==> config.mk <==
export PLATFORM = sky130hd
export DESIGN_NAME = desc_dma_top
export DESIGN_NICKNAME = d
export VERILOG_FILES = /design/src/desc_dma_pkg.sv /design/src/desc_queue.sv /design/src/desc_fetcher.sv /design/src/desc_completion.sv /design/src/desc_dma_top.sv
export VERILOG_INCLUDE_DIRS = /design/src /design/src/src
export SDC_FILE = /design/constraint.sdc
export NUM_CORES = 1
export LEC_CHECK = 0
export CAP_MARGIN = 15
export CELL_PAD_IN_SITES_DETAIL_PLACEMENT = 0
export CELL_PAD_IN_SITES_GLOBAL_PLACEMENT = 1
export CORE_MARGIN = 5
export CORE_UTILIZATION = 52
export CTS_CLUSTER_SIZE = 25
export DETAILED_ROUTE_END_ITERATION = 10
export DONT_BUFFER_PORTS = 1
export GPL_TIMING_DRIVEN = 0
export PLACE_DENSITY = 0.78
export SLEW_MARGIN = 5
export SYNTH_ARGS = -nofsm -noshare
export SYNTH_HDL_FRONTEND = slang
export SYNTH_HIERARCHICAL = 1
export SYNTH_SLANG_ARGS = --single-unit
==> constraint.sdc <==
create_clock -name clk_i -period 7.55 [get_ports clk_i]
set_input_delay 1.1325 -clock clk_i [delete_from_list [all_inputs] [get_ports clk_i]]
set_output_delay 1.1325 -clock clk_i [all_outputs]
set_load 0.01 [all_outputs]
==> src/desc_dma_consts.svh <==
//~~~~~~~~~~~~~~~~~~~~~~~~~~~~~~~~~~~~~~~~~~~~~~~~~~~~~~~~~~~~~~~~~~~~~~~~~~~
// Widths, depths and marker values for the descriptor DMA frontend.
// Include it wherever a width or a queue depth is needed.
//~~~~~~~~~~~~~~~~~~~~~~~~~~~~~~~~~~~~~~~~~~~~~~~~~~~~~~~~~~~~~~~~~~~~~~~~~~~

`ifndef DESC_DMA_CONSTS_SVH
`define DESC_DMA_CONSTS_SVH

// memory address width
`define DESC_ADDR_W 32
// byte length of one burst
`define DESC_LEN_W 24
// descriptor flags field
`define DESC_FLAGS_W 8
// flags bit that asks for an irq on completion
`define DESC_IRQ_BIT 0

// queue depths
`define DESC_ADDR_Q_DEPTH 4
`define DESC_REQ_Q_DEPTH 4

// next field value that terminates a chain
`define DESC_END_OF_CHAIN {`DESC_ADDR_W{1'b1}}
// written over the flags word once a descriptor is done
`define DESC_DONE_MARK {`DESC_FLAGS_W{1'b1}}

`endif

==> src/desc_dma_pkg.sv <==
//~~~~~~~~~~~~~~~~~~~~~~~~~~~~~~~~~~~~~~~~~~~~~~~~~~~~~~~~~~~~~~~~~~~~~~~~~~~
// Shared types of the descriptor DMA frontend.
// Modules refer to these by scoped name.
//~~~~~~~~~~~~~~~~~~~~~~~~~~~~~~~~~~~~~~~~~~~~~~~~~~~~~~~~~~~~~~~~~~~~~~~~~~~

`default_nettype none

`include "desc_dma_consts.svh"

package desc_dma_pkg;

    typedef logic [`DESC_ADDR_W-1:0] addr_t;

    // in-memory layout, fetched as one 128 bit beat
    // flags sit in the top byte so write-back only touches that word
    typedef struct packed {
        logic [`DESC_FLAGS_W-1:0] flags;
        logic [`DESC_LEN_W-1:0]   length;
        addr_t                    next;
        addr_t                    src_addr;
        addr_t                    dst_addr;
    } descriptor_t;

    // one copy request for the backend
    typedef struct packed {
        addr_t                  src_addr;
        addr_t                  dst_addr;
        logic [`DESC_LEN_W-1:0] length;
    } burst_req_t;

    // request buffer entry
    // desc_addr is where the completion marker goes
    typedef struct packed {
        burst_req_t burst;
        addr_t      desc_addr;
        logic       irq;
    } pending_t;

    typedef enum logic [1:0] {
        FETCH_IDLE,
        FETCH_ISSUE,
        FETCH_WAIT,
        FETCH_PUSH
    } fetch_state_e;

    typedef enum logic [1:0] {
        CPL_IDLE,
        CPL_SUBMIT,
        CPL_WAIT,
        CPL_WRITEBACK
    } cpl_state_e;

endpackage

`default_nettype wire

==> src/desc_queue.sv <==
//~~~~~~~~~~~~~~~~~~~~~~~~~~~~~~~~~~~~~~~~~~~~~~~~~~~~~~~~~~~~~~~~~~~~~~~~~~~
// Synchronous FIFO with valid/ready on both sides and a full level.
// Not fall-through. Used for the address queue and the request buffer.
//~~~~~~~~~~~~~~~~~~~~~~~~~~~~~~~~~~~~~~~~~~~~~~~~~~~~~~~~~~~~~~~~~~~~~~~~~~~

`timescale 1ns/1ps
`default_nettype none

module desc_queue #(
    parameter type         T     = logic,
    parameter int unsigned DEPTH = 4
) (
    input  wire logic clk_i,
    input  wire logic rst_n_i,
    input  wire logic push_valid_i,
    input  wire T     push_data_i,
    output logic      push_ready_o,
    output logic      pop_valid_o,
    output T          pop_data_o,
    input  wire logic pop_ready_i,
    output logic      full_o
);

    // pointer needs at least one bit even for a single entry
    localparam int unsigned PTR_W = (DEPTH > 1) ? $clog2(DEPTH) : 1;
    localparam int unsigned CNT_W = $clog2(DEPTH + 1);
    localparam logic [PTR_W-1:0] LAST_PTR = PTR_W'(DEPTH - 1);
    localparam logic [CNT_W-1:0] FULL_CNT = CNT_W'(DEPTH);

    T                 mem_q [DEPTH];
    logic [PTR_W-1:0] wr_ptr_q;
    logic [PTR_W-1:0] rd_ptr_q;
    logic [CNT_W-1:0] count_q;
    logic             push;
    logic             pop;

    assign full_o       = (count_q == FULL_CNT);
    assign push_ready_o = ~full_o;
    assign pop_valid_o  = (count_q != '0);
    // head of the queue, valid one cycle after its push
    assign pop_data_o   = mem_q[rd_ptr_q];

    assign push = push_valid_i & push_ready_o;
    assign pop  = pop_valid_o & pop_ready_i;

    always_ff @(posedge clk_i) begin
        if (push) begin
            mem_q[wr_ptr_q] <= push_data_i;
        end
    end

    always_ff @(posedge clk_i or negedge rst_n_i) begin
        if (!rst_n_i) begin
            wr_ptr_q <= '0;
            rd_ptr_q <= '0;
            count_q  <= '0;
        end else begin
            // wrap explicitly so odd depths work too
            if (push) begin
                wr_ptr_q <= (wr_ptr_q == LAST_PTR) ? '0 : wr_ptr_q + 1'b1;
            end
            if (pop) begin
                rd_ptr_q <= (rd_ptr_q == LAST_PTR) ? '0 : rd_ptr_q + 1'b1;
            end
            // simultaneous push and pop leaves the count alone
            if (push && !pop) begin
                count_q <= count_q + 1'b1;
            end else if (pop && !push) begin
                count_q <= count_q - 1'b1;
            end
        end
    end

    // head entry holds while the consumer stalls
    a_pop_stable: assert property (@(posedge clk_i) disable iff (!rst_n_i)
        pop_valid_o && !pop_ready_i |=> pop_valid_o && $stable(pop_data_o));

    // a producer refused on full keeps offering the same entry
    a_push_held: assert property (@(posedge clk_i) disable iff (!rst_n_i)
        push_valid_i && !push_ready_o |=> push_valid_i && $stable(push_data_i));

endmodule

`default_nettype wire

==> src/desc_fetcher.sv <==
//~~~~~~~~~~~~~~~~~~~~~~~~~~~~~~~~~~~~~~~~~~~~~~~~~~~~~~~~~~~~~~~~~~~~~~~~~~~
// Descriptor fetcher. Pops a queued address, reads the descriptor, pushes a
// request entry and follows next until the end of the chain.
//~~~~~~~~~~~~~~~~~~~~~~~~~~~~~~~~~~~~~~~~~~~~~~~~~~~~~~~~~~~~~~~~~~~~~~~~~~~

`timescale 1ns/1ps
`default_nettype none

`include "desc_dma_consts.svh"

module desc_fetcher (
    input  wire logic                     clk_i,
    input  wire logic                     rst_n_i,
    // queued descriptor addresses
    input  wire logic                     addr_valid_i,
    input  wire logic [`DESC_ADDR_W-1:0]  addr_i,
    output logic                          addr_ready_o,
    // memory read port
    output logic                          mem_rd_valid_o,
    output logic [`DESC_ADDR_W-1:0]       mem_rd_addr_o,
    input  wire logic                     mem_rd_ready_i,
    input  wire logic                     mem_rd_rsp_valid_i,
    input  wire desc_dma_pkg::descriptor_t mem_rd_rsp_i,
    // request buffer push side
    output logic                          req_valid_o,
    output desc_dma_pkg::pending_t        req_o,
    input  wire logic                     req_ready_i,
    output logic                          busy_o
);

    desc_dma_pkg::fetch_state_e state_q;
    desc_dma_pkg::fetch_state_e state_d;
    // address of the descriptor in flight
    logic [`DESC_ADDR_W-1:0]    addr_q;
    desc_dma_pkg::descriptor_t  desc_q;
    logic                       last_desc;
    logic                       rsp_take;

    assign last_desc = (desc_q.next == `DESC_END_OF_CHAIN);
    assign rsp_take  = (state_q == desc_dma_pkg::FETCH_WAIT) && mem_rd_rsp_valid_i;

    assign mem_rd_addr_o = addr_q;
    assign busy_o        = (state_q != desc_dma_pkg::FETCH_IDLE);

    // entry built straight from the registered descriptor
    always_comb begin
        req_o.burst.src_addr = desc_q.src_addr;
        req_o.burst.dst_addr = desc_q.dst_addr;
        req_o.burst.length   = desc_q.length;
        req_o.desc_addr      = addr_q;
        req_o.irq            = desc_q.flags[`DESC_IRQ_BIT];
    end

    always_comb begin
        state_d        = state_q;
        addr_ready_o   = 1'b0;
        mem_rd_valid_o = 1'b0;
        req_valid_o    = 1'b0;
        case (state_q)
            desc_dma_pkg::FETCH_IDLE: begin
                // take a new chain head
                addr_ready_o = 1'b1;
                if (addr_valid_i) begin
                    state_d = desc_dma_pkg::FETCH_ISSUE;
                end
            end
            desc_dma_pkg::FETCH_ISSUE: begin
                mem_rd_valid_o = 1'b1;
                if (mem_rd_ready_i) begin
                    state_d = desc_dma_pkg::FETCH_WAIT;
                end
            end
            desc_dma_pkg::FETCH_WAIT: begin
                // single read outstanding
                if (mem_rd_rsp_valid_i) begin
                    state_d = desc_dma_pkg::FETCH_PUSH;
                end
            end
            desc_dma_pkg::FETCH_PUSH: begin
                // a full buffer stalls the chain walk here
                req_valid_o = 1'b1;
                if (req_ready_i) begin
                    state_d = last_desc ? desc_dma_pkg::FETCH_IDLE
                                        : desc_dma_pkg::FETCH_ISSUE;
                end
            end
            default: begin
                state_d = desc_dma_pkg::FETCH_IDLE;
            end
        endcase
    end

    always_ff @(posedge clk_i or negedge rst_n_i) begin
        if (!rst_n_i) begin
            state_q <= desc_dma_pkg::FETCH_IDLE;
        end else begin
            state_q <= state_d;
        end
    end

    always_ff @(posedge clk_i) begin
        // chain head from the queue, or the next link after a push
        if (addr_ready_o && addr_valid_i) begin
            addr_q <= addr_i;
        end else if (req_valid_o && req_ready_i && !last_desc) begin
            addr_q <= desc_q.next;
        end
        if (rsp_take) begin
            desc_q <= mem_rd_rsp_i;
        end
    end

    // memory answers only the read we are waiting on
    a_rsp_in_wait: assert property (@(posedge clk_i) disable iff (!rst_n_i)
        mem_rd_rsp_valid_i |-> state_q == desc_dma_pkg::FETCH_WAIT);

endmodule

`default_nettype wire

==> src/desc_completion.sv <==
//~~~~~~~~~~~~~~~~~~~~~~~~~~~~~~~~~~~~~~~~~~~~~~~~~~~~~~~~~~~~~~~~~~~~~~~~~~~
// Completion unit. Hands one buffered request at a time to the backend,
// writes the done marker over the flags word, then pulses the irq.
//~~~~~~~~~~~~~~~~~~~~~~~~~~~~~~~~~~~~~~~~~~~~~~~~~~~~~~~~~~~~~~~~~~~~~~~~~~~

`timescale 1ns/1ps
`default_nettype none

`include "desc_dma_consts.svh"

module desc_completion (
    input  wire logic                    clk_i,
    input  wire logic                    rst_n_i,
    // request buffer pop side
    input  wire logic                    req_valid_i,
    input  wire desc_dma_pkg::pending_t  req_i,
    output logic                         req_ready_o,
    // backend
    output logic                         dma_req_valid_o,
    output desc_dma_pkg::burst_req_t     dma_req_o,
    input  wire logic                    dma_req_ready_i,
    input  wire logic                    dma_done_i,
    // marker write-back
    output logic                         mem_wb_valid_o,
    output logic [`DESC_ADDR_W-1:0]      mem_wb_addr_o,
    output logic [`DESC_FLAGS_W-1:0]     mem_wb_data_o,
    input  wire logic                    mem_wb_ready_i,
    output logic                         irq_o,
    output logic                         busy_o
);

    desc_dma_pkg::cpl_state_e state_q;
    desc_dma_pkg::cpl_state_e state_d;
    // entry being worked on
    desc_dma_pkg::pending_t   entry_q;
    logic                     irq_q;
    logic                     wb_done;

    assign wb_done = mem_wb_valid_o && mem_wb_ready_i;

    assign dma_req_o     = entry_q.burst;
    assign mem_wb_addr_o = entry_q.desc_addr;
    assign mem_wb_data_o = `DESC_DONE_MARK;
    assign irq_o         = irq_q;
    // irq cycle still counts as activity
    assign busy_o        = (state_q != desc_dma_pkg::CPL_IDLE) || irq_q;

    always_comb begin
        state_d         = state_q;
        req_ready_o     = 1'b0;
        dma_req_valid_o = 1'b0;
        mem_wb_valid_o  = 1'b0;
        case (state_q)
            desc_dma_pkg::CPL_IDLE: begin
                req_ready_o = 1'b1;
                if (req_valid_i) begin
                    state_d = desc_dma_pkg::CPL_SUBMIT;
                end
            end
            desc_dma_pkg::CPL_SUBMIT: begin
                // held until the backend takes it
                dma_req_valid_o = 1'b1;
                if (dma_req_ready_i) begin
                    state_d = desc_dma_pkg::CPL_WAIT;
                end
            end
            desc_dma_pkg::CPL_WAIT: begin
                if (dma_done_i) begin
                    state_d = desc_dma_pkg::CPL_WRITEBACK;
                end
            end
            desc_dma_pkg::CPL_WRITEBACK: begin
                mem_wb_valid_o = 1'b1;
                if (mem_wb_ready_i) begin
                    state_d = desc_dma_pkg::CPL_IDLE;
                end
            end
            default: begin
                state_d = desc_dma_pkg::CPL_IDLE;
            end
        endcase
    end

    always_ff @(posedge clk_i or negedge rst_n_i) begin
        if (!rst_n_i) begin
            state_q <= desc_dma_pkg::CPL_IDLE;
            irq_q   <= 1'b0;
        end else begin
            state_q <= state_d;
            // one cycle pulse after the marker lands
            irq_q   <= wb_done && entry_q.irq;
        end
    end

    always_ff @(posedge clk_i) begin
        if (req_ready_o && req_valid_i) begin
            entry_q <= req_i;
        end
    end

    // backend finishes only the burst it was given
    a_done_in_wait: assert property (@(posedge clk_i) disable iff (!rst_n_i)
        dma_done_i |-> state_q == desc_dma_pkg::CPL_WAIT);

endmodule

`default_nettype wire

==> src/desc_dma_top.sv <==
//~~~~~~~~~~~~~~~~~~~~~~~~~~~~~~~~~~~~~~~~~~~~~~~~~~~~~~~~~~~~~~~~~~~~~~~~~~~
// Descriptor DMA frontend top. Address queue, fetcher, request buffer and
// completion unit, plus the busy and queue full status levels.
//~~~~~~~~~~~~~~~~~~~~~~~~~~~~~~~~~~~~~~~~~~~~~~~~~~~~~~~~~~~~~~~~~~~~~~~~~~~

`timescale 1ns/1ps
`default_nettype none

`include "desc_dma_consts.svh"

module desc_dma_top (
    input  wire logic                     clk_i,
    input  wire logic                     rst_n_i,
    // descriptor address register
    input  wire logic                     desc_addr_we_i,
    input  wire logic [`DESC_ADDR_W-1:0]  desc_addr_i,
    output logic                          queue_full_o,
    output logic                          busy_o,
    // descriptor read
    output logic                          mem_rd_valid_o,
    output logic [`DESC_ADDR_W-1:0]       mem_rd_addr_o,
    input  wire logic                     mem_rd_ready_i,
    input  wire logic                     mem_rd_rsp_valid_i,
    input  wire desc_dma_pkg::descriptor_t mem_rd_rsp_i,
    // done marker write
    output logic                          mem_wb_valid_o,
    output logic [`DESC_ADDR_W-1:0]       mem_wb_addr_o,
    output logic [`DESC_FLAGS_W-1:0]      mem_wb_data_o,
    input  wire logic                     mem_wb_ready_i,
    // backend
    output logic                          dma_req_valid_o,
    output desc_dma_pkg::burst_req_t      dma_req_o,
    input  wire logic                     dma_req_ready_i,
    input  wire logic                     dma_done_i,
    output logic                          irq_o
);

    logic                    addr_q_ready;
    logic                    addr_q_valid;
    desc_dma_pkg::addr_t     addr_q_data;
    logic                    addr_q_pop;
    logic                    fetch_busy;
    logic                    push_valid;
    desc_dma_pkg::pending_t  push_data;
    logic                    push_ready;
    logic                    req_q_valid;
    desc_dma_pkg::pending_t  req_q_data;
    logic                    req_q_pop;
    logic                    cpl_busy;

    // a write into a full queue is dropped here
    // so the queue never sees a refused push
    desc_queue #(
        .T     (desc_dma_pkg::addr_t),
        .DEPTH (`DESC_ADDR_Q_DEPTH)
    ) u_addr_q (
        .clk_i        (clk_i),
        .rst_n_i      (rst_n_i),
        .push_valid_i (desc_addr_we_i && addr_q_ready),
        .push_data_i  (desc_addr_i),
        .push_ready_o (addr_q_ready),
        .pop_valid_o  (addr_q_valid),
        .pop_data_o   (addr_q_data),
        .pop_ready_i  (addr_q_pop),
        .full_o       (queue_full_o)
    );

    desc_fetcher u_fetcher (
        .clk_i              (clk_i),
        .rst_n_i            (rst_n_i),
        .addr_valid_i       (addr_q_valid),
        .addr_i             (addr_q_data),
        .addr_ready_o       (addr_q_pop),
        .mem_rd_valid_o     (mem_rd_valid_o),
        .mem_rd_addr_o      (mem_rd_addr_o),
        .mem_rd_ready_i     (mem_rd_ready_i),
        .mem_rd_rsp_valid_i (mem_rd_rsp_valid_i),
        .mem_rd_rsp_i       (mem_rd_rsp_i),
        .req_valid_o        (push_valid),
        .req_o              (push_data),
        .req_ready_i        (push_ready),
        .busy_o             (fetch_busy)
    );

    desc_queue #(
        .T     (desc_dma_pkg::pending_t),
        .DEPTH (`DESC_REQ_Q_DEPTH)
    ) u_req_q (
        .clk_i        (clk_i),
        .rst_n_i      (rst_n_i),
        .push_valid_i (push_valid),
        .push_data_i  (push_data),
        .push_ready_o (push_ready),
        .pop_valid_o  (req_q_valid),
        .pop_data_o   (req_q_data),
        .pop_ready_i  (req_q_pop),
        .full_o       ()
    );

    desc_completion u_completion (
        .clk_i           (clk_i),
        .rst_n_i         (rst_n_i),
        .req_valid_i     (req_q_valid),
        .req_i           (req_q_data),
        .req_ready_o     (req_q_pop),
        .dma_req_valid_o (dma_req_valid_o),
        .dma_req_o       (dma_req_o),
        .dma_req_ready_i (dma_req_ready_i),
        .dma_done_i      (dma_done_i),
        .mem_wb_valid_o  (mem_wb_valid_o),
        .mem_wb_addr_o   (mem_wb_addr_o),
        .mem_wb_data_o   (mem_wb_data_o),
        .mem_wb_ready_i  (mem_wb_ready_i),
        .irq_o           (irq_o),
        .busy_o          (cpl_busy)
    );

    // any stage still holding work
    assign busy_o = addr_q_valid | fetch_busy | req_q_valid | cpl_busy;

endmodule

`default_nettype wire

==> flow_summary_export.csv <==
group,metric,value,unit
status,status,"completed",
layout,multiInputGateArea,4746,µm²
cts,htreeDepth,3,
critical_path,cp-start-kind,"register",
cts,ctsHoldBuffers,0,
timing,tightestPinTransition,0.9575,ns
critical_path,r2r_slack,5.11,ns
power,leakage,12.81,nW
critical_path,critPathCaptureType,"primary output",
drt,drcViolationCount,0,
global_routing,track_usage,17.87,%
place,dp_hpwl,40910,µm
layout,syn2layout_area_growth,12.76,%
global_routing,grt_pass1_vias,14664,
timing,finalCriticalPeriod,3.338,ns
power,ir_drop,0.0002616,V
timing,fmax,0.2996,GHz
timing,finalClockSkew,0.02064,ns
critical_path,critPathMaxFanout,4,
global_routing,grt_max_degree,59,
layout,drive_above_1_share,37.77,%
min_path,hold_path.class,"input pin to asynchronous set/reset pin",
layout,nNetsFinal,1793,
floorplanning,pin_count,334,
cts,numClockSinks,905,
global_routing,grt_pass1_wl,94120,µm
cts,cts-root-buf,"clkbuf_16",
critical_path,path_class,"register to primary output",
cts,insertion_delay,0.64,ns
synthesis,yosysWarningCount,6,
floorplanning,start_util,52.61,%
critical_path,critPathArrivalTime,2.21,ns
power,p_per_area,415.8,nW/µm²
drt,wl,63280,µm
flow_run,max-cap-violations,0,
layout,fillerInstances,4467,
timing,finalHoldViolations,0,
drt,first_pass_iters,7,
timing,relSlewSlack,36.16,%
timing,setup_viol,0,
cts,cts_made_buffers,90,
synthesis,synthCells,1490,
place,gp_congestion,0.7214,
timing,tns,0,ns
critical_path,r2r_start,"u_addr_q/count_q[1]",
cts,cts_resized,0,
floorplanning,die_area,70550,µm²
cts,clk_pin_slew_worst_paths,0.06,ns
cts,clockBufferDepth,3,
layout,final_area,38310,µm²
drt,viasPerCell,5.370,
synthesis,syn-cell-area,33970,µm²
drt,drt_iter0_drc,1232,
floorplanning,fp-row-count,93,
drt,vias,13613,
timing,drv_slew,0,
layout,regArea,27080,µm²
floorplanning,dieWidth,265.6,µm
synthesis,avgSynthCellArea,22.80,µm²
drt,ant_nets,0,
place,placed_area,35430,µm²
place,io_buffers,0,
global_routing,grt_antenna_before_repair,5,
drt,drt-wirelength-per-cell,24.96,µm
floorplanning,die_h,265.6,µm
critical_path,crit_required,6.42,ns
critical_path,reg2regPathDepth,8,
global_routing,grt.overflow.total,0,
timing,min_period_over_period,44.21,%
cts,cts_tree,"done",
critical_path,worstReg2RegEnd,"u_addr_q/count_q[1]",
floorplanning,core,64580,µm²
timing,grt_setup_unrepaired,"false",
cts,post_cts_buffers,0,
[final cells by class]
class                           instances  share of cell area (%)
Timing Repair Buffer                   13                  0.8949
Clock inverter                         63                   1.421
Multi-Input combinational cell        289                   12.39
Antenna cell                            4                 0.02613
Buffer                                290                   5.598
Clock buffer                          103                   6.062
Inverter                               13                  0.1274
Tap cell                              855                   2.792
Sequential cell                       905                   70.69
[worst max-delay path by stage]
stage,startpoint,end,cells after the start
final,u_req_q/count_q[1],busy_o,2
after floorplan,mem_rd_rsp_valid_i,u_fetcher/desc_q[64],1
after CTS,u_req_q/count_q[1],busy_o,2
after global placement,mem_rd_rsp_valid_i,u_fetcher/req_o[51],1
after global routing,u_completion/state_q[1],busy_o,4
after detailed placement,u_req_q/count_q[1],busy_o,2
[critical path: stages (launching register included)]
cell,delay (ns)
dfrtp_1,0.41
or3_2,0.55
or4_1,0.62
[cell usage in the layout (no fill, tap or decap), drive strengths merged]
| cell type | n |
|---|---|
| nand4 | 8 |
| a21oi | 1 |
| clkbuf | 111 |
| xor2 | 4 |
| o2111a | 1 |
| buf | 295 |
| bufinv | 8 |
| edfxtp | 886 |
| fa | 2 |
| ha | 21 |
| clkinvlp | 7 |
| nor2 | 7 |
| and2 | 5 |
| or2b | 1 |
| diode | 4 |
| or4 | 1 |
| mux2i | 2 |
| conb | 8 |
| and3 | 9 |
| mux2 | 43 |
| xnor2 | 2 |
| nor2b | 3 |
| inv | 16 |
| mux4 | 153 |
| o21ai | 1 |
| nand2 | 5 |
| dfrtp | 19 |
| a2111oi | 1 |
| clkinv | 45 |
| nand2b | 3 |
| a31o | 1 |
| or3b | 2 |
| a32o | 1 |
| nor4 | 2 |
| or3 | 2 |
[layer usage]
layer | GRT usage (%) | wire length, µm | vias to the layer above
met5 | 0 | 8 | -
met1 | 22.70 | 24280 | 7096
met3 | 5.513 | 4788 | 119
met4 | 5.830 | 1831 | 2
li1 | - | - | 5970
met2 | 29.86 | 32370 | 426
[sequential cells by signal (all words and copies together) (netlist names), 3 cells and up]
name / cells
u_req_q/mem_q: 484
u_req_q/count_q: 3
u_addr_q/mem_q: 128
u_addr_q/count_q: 3
u_fetcher/mem_rd_addr_o: 32
u_fetcher/req_o: 89
u_fetcher/desc_q: 32
u_completion/mem_wb_addr_o: 32
u_completion/dma_req_o: 88
[power breakdown]
group	internal, W	total, W	switching, W
clock	0.00248	0.00429	0.00181
sequential	0.00719	0.00769	0.000505
combinational	0.00187	0.00395	0.00208
total	0.0115	0.0159	0.00439
[per-stage QoR]
step | power, W | utilization (%) | hold WS (ns) | cells | worst slack, ns
detailed placement | 0.01186 | 54.87 | 0.4759 | 2365 | 4.855
global route | 0.01667 | 59.31 | 0.1524 | 2532 | 4.092
floorplan | 0.01057 | - | 0.4458 | 1497 | 3.147
CTS | 0.01618 | 59.30 | 0.1356 | 2531 | 4.149
finish | 0.01593 | 59.32 | 0.1971 | 2535 | 4.212
global placement | 0.01168 | 54.30 | 0.4613 | 2352 | 1.524
(Power assumes the default switching activity.)
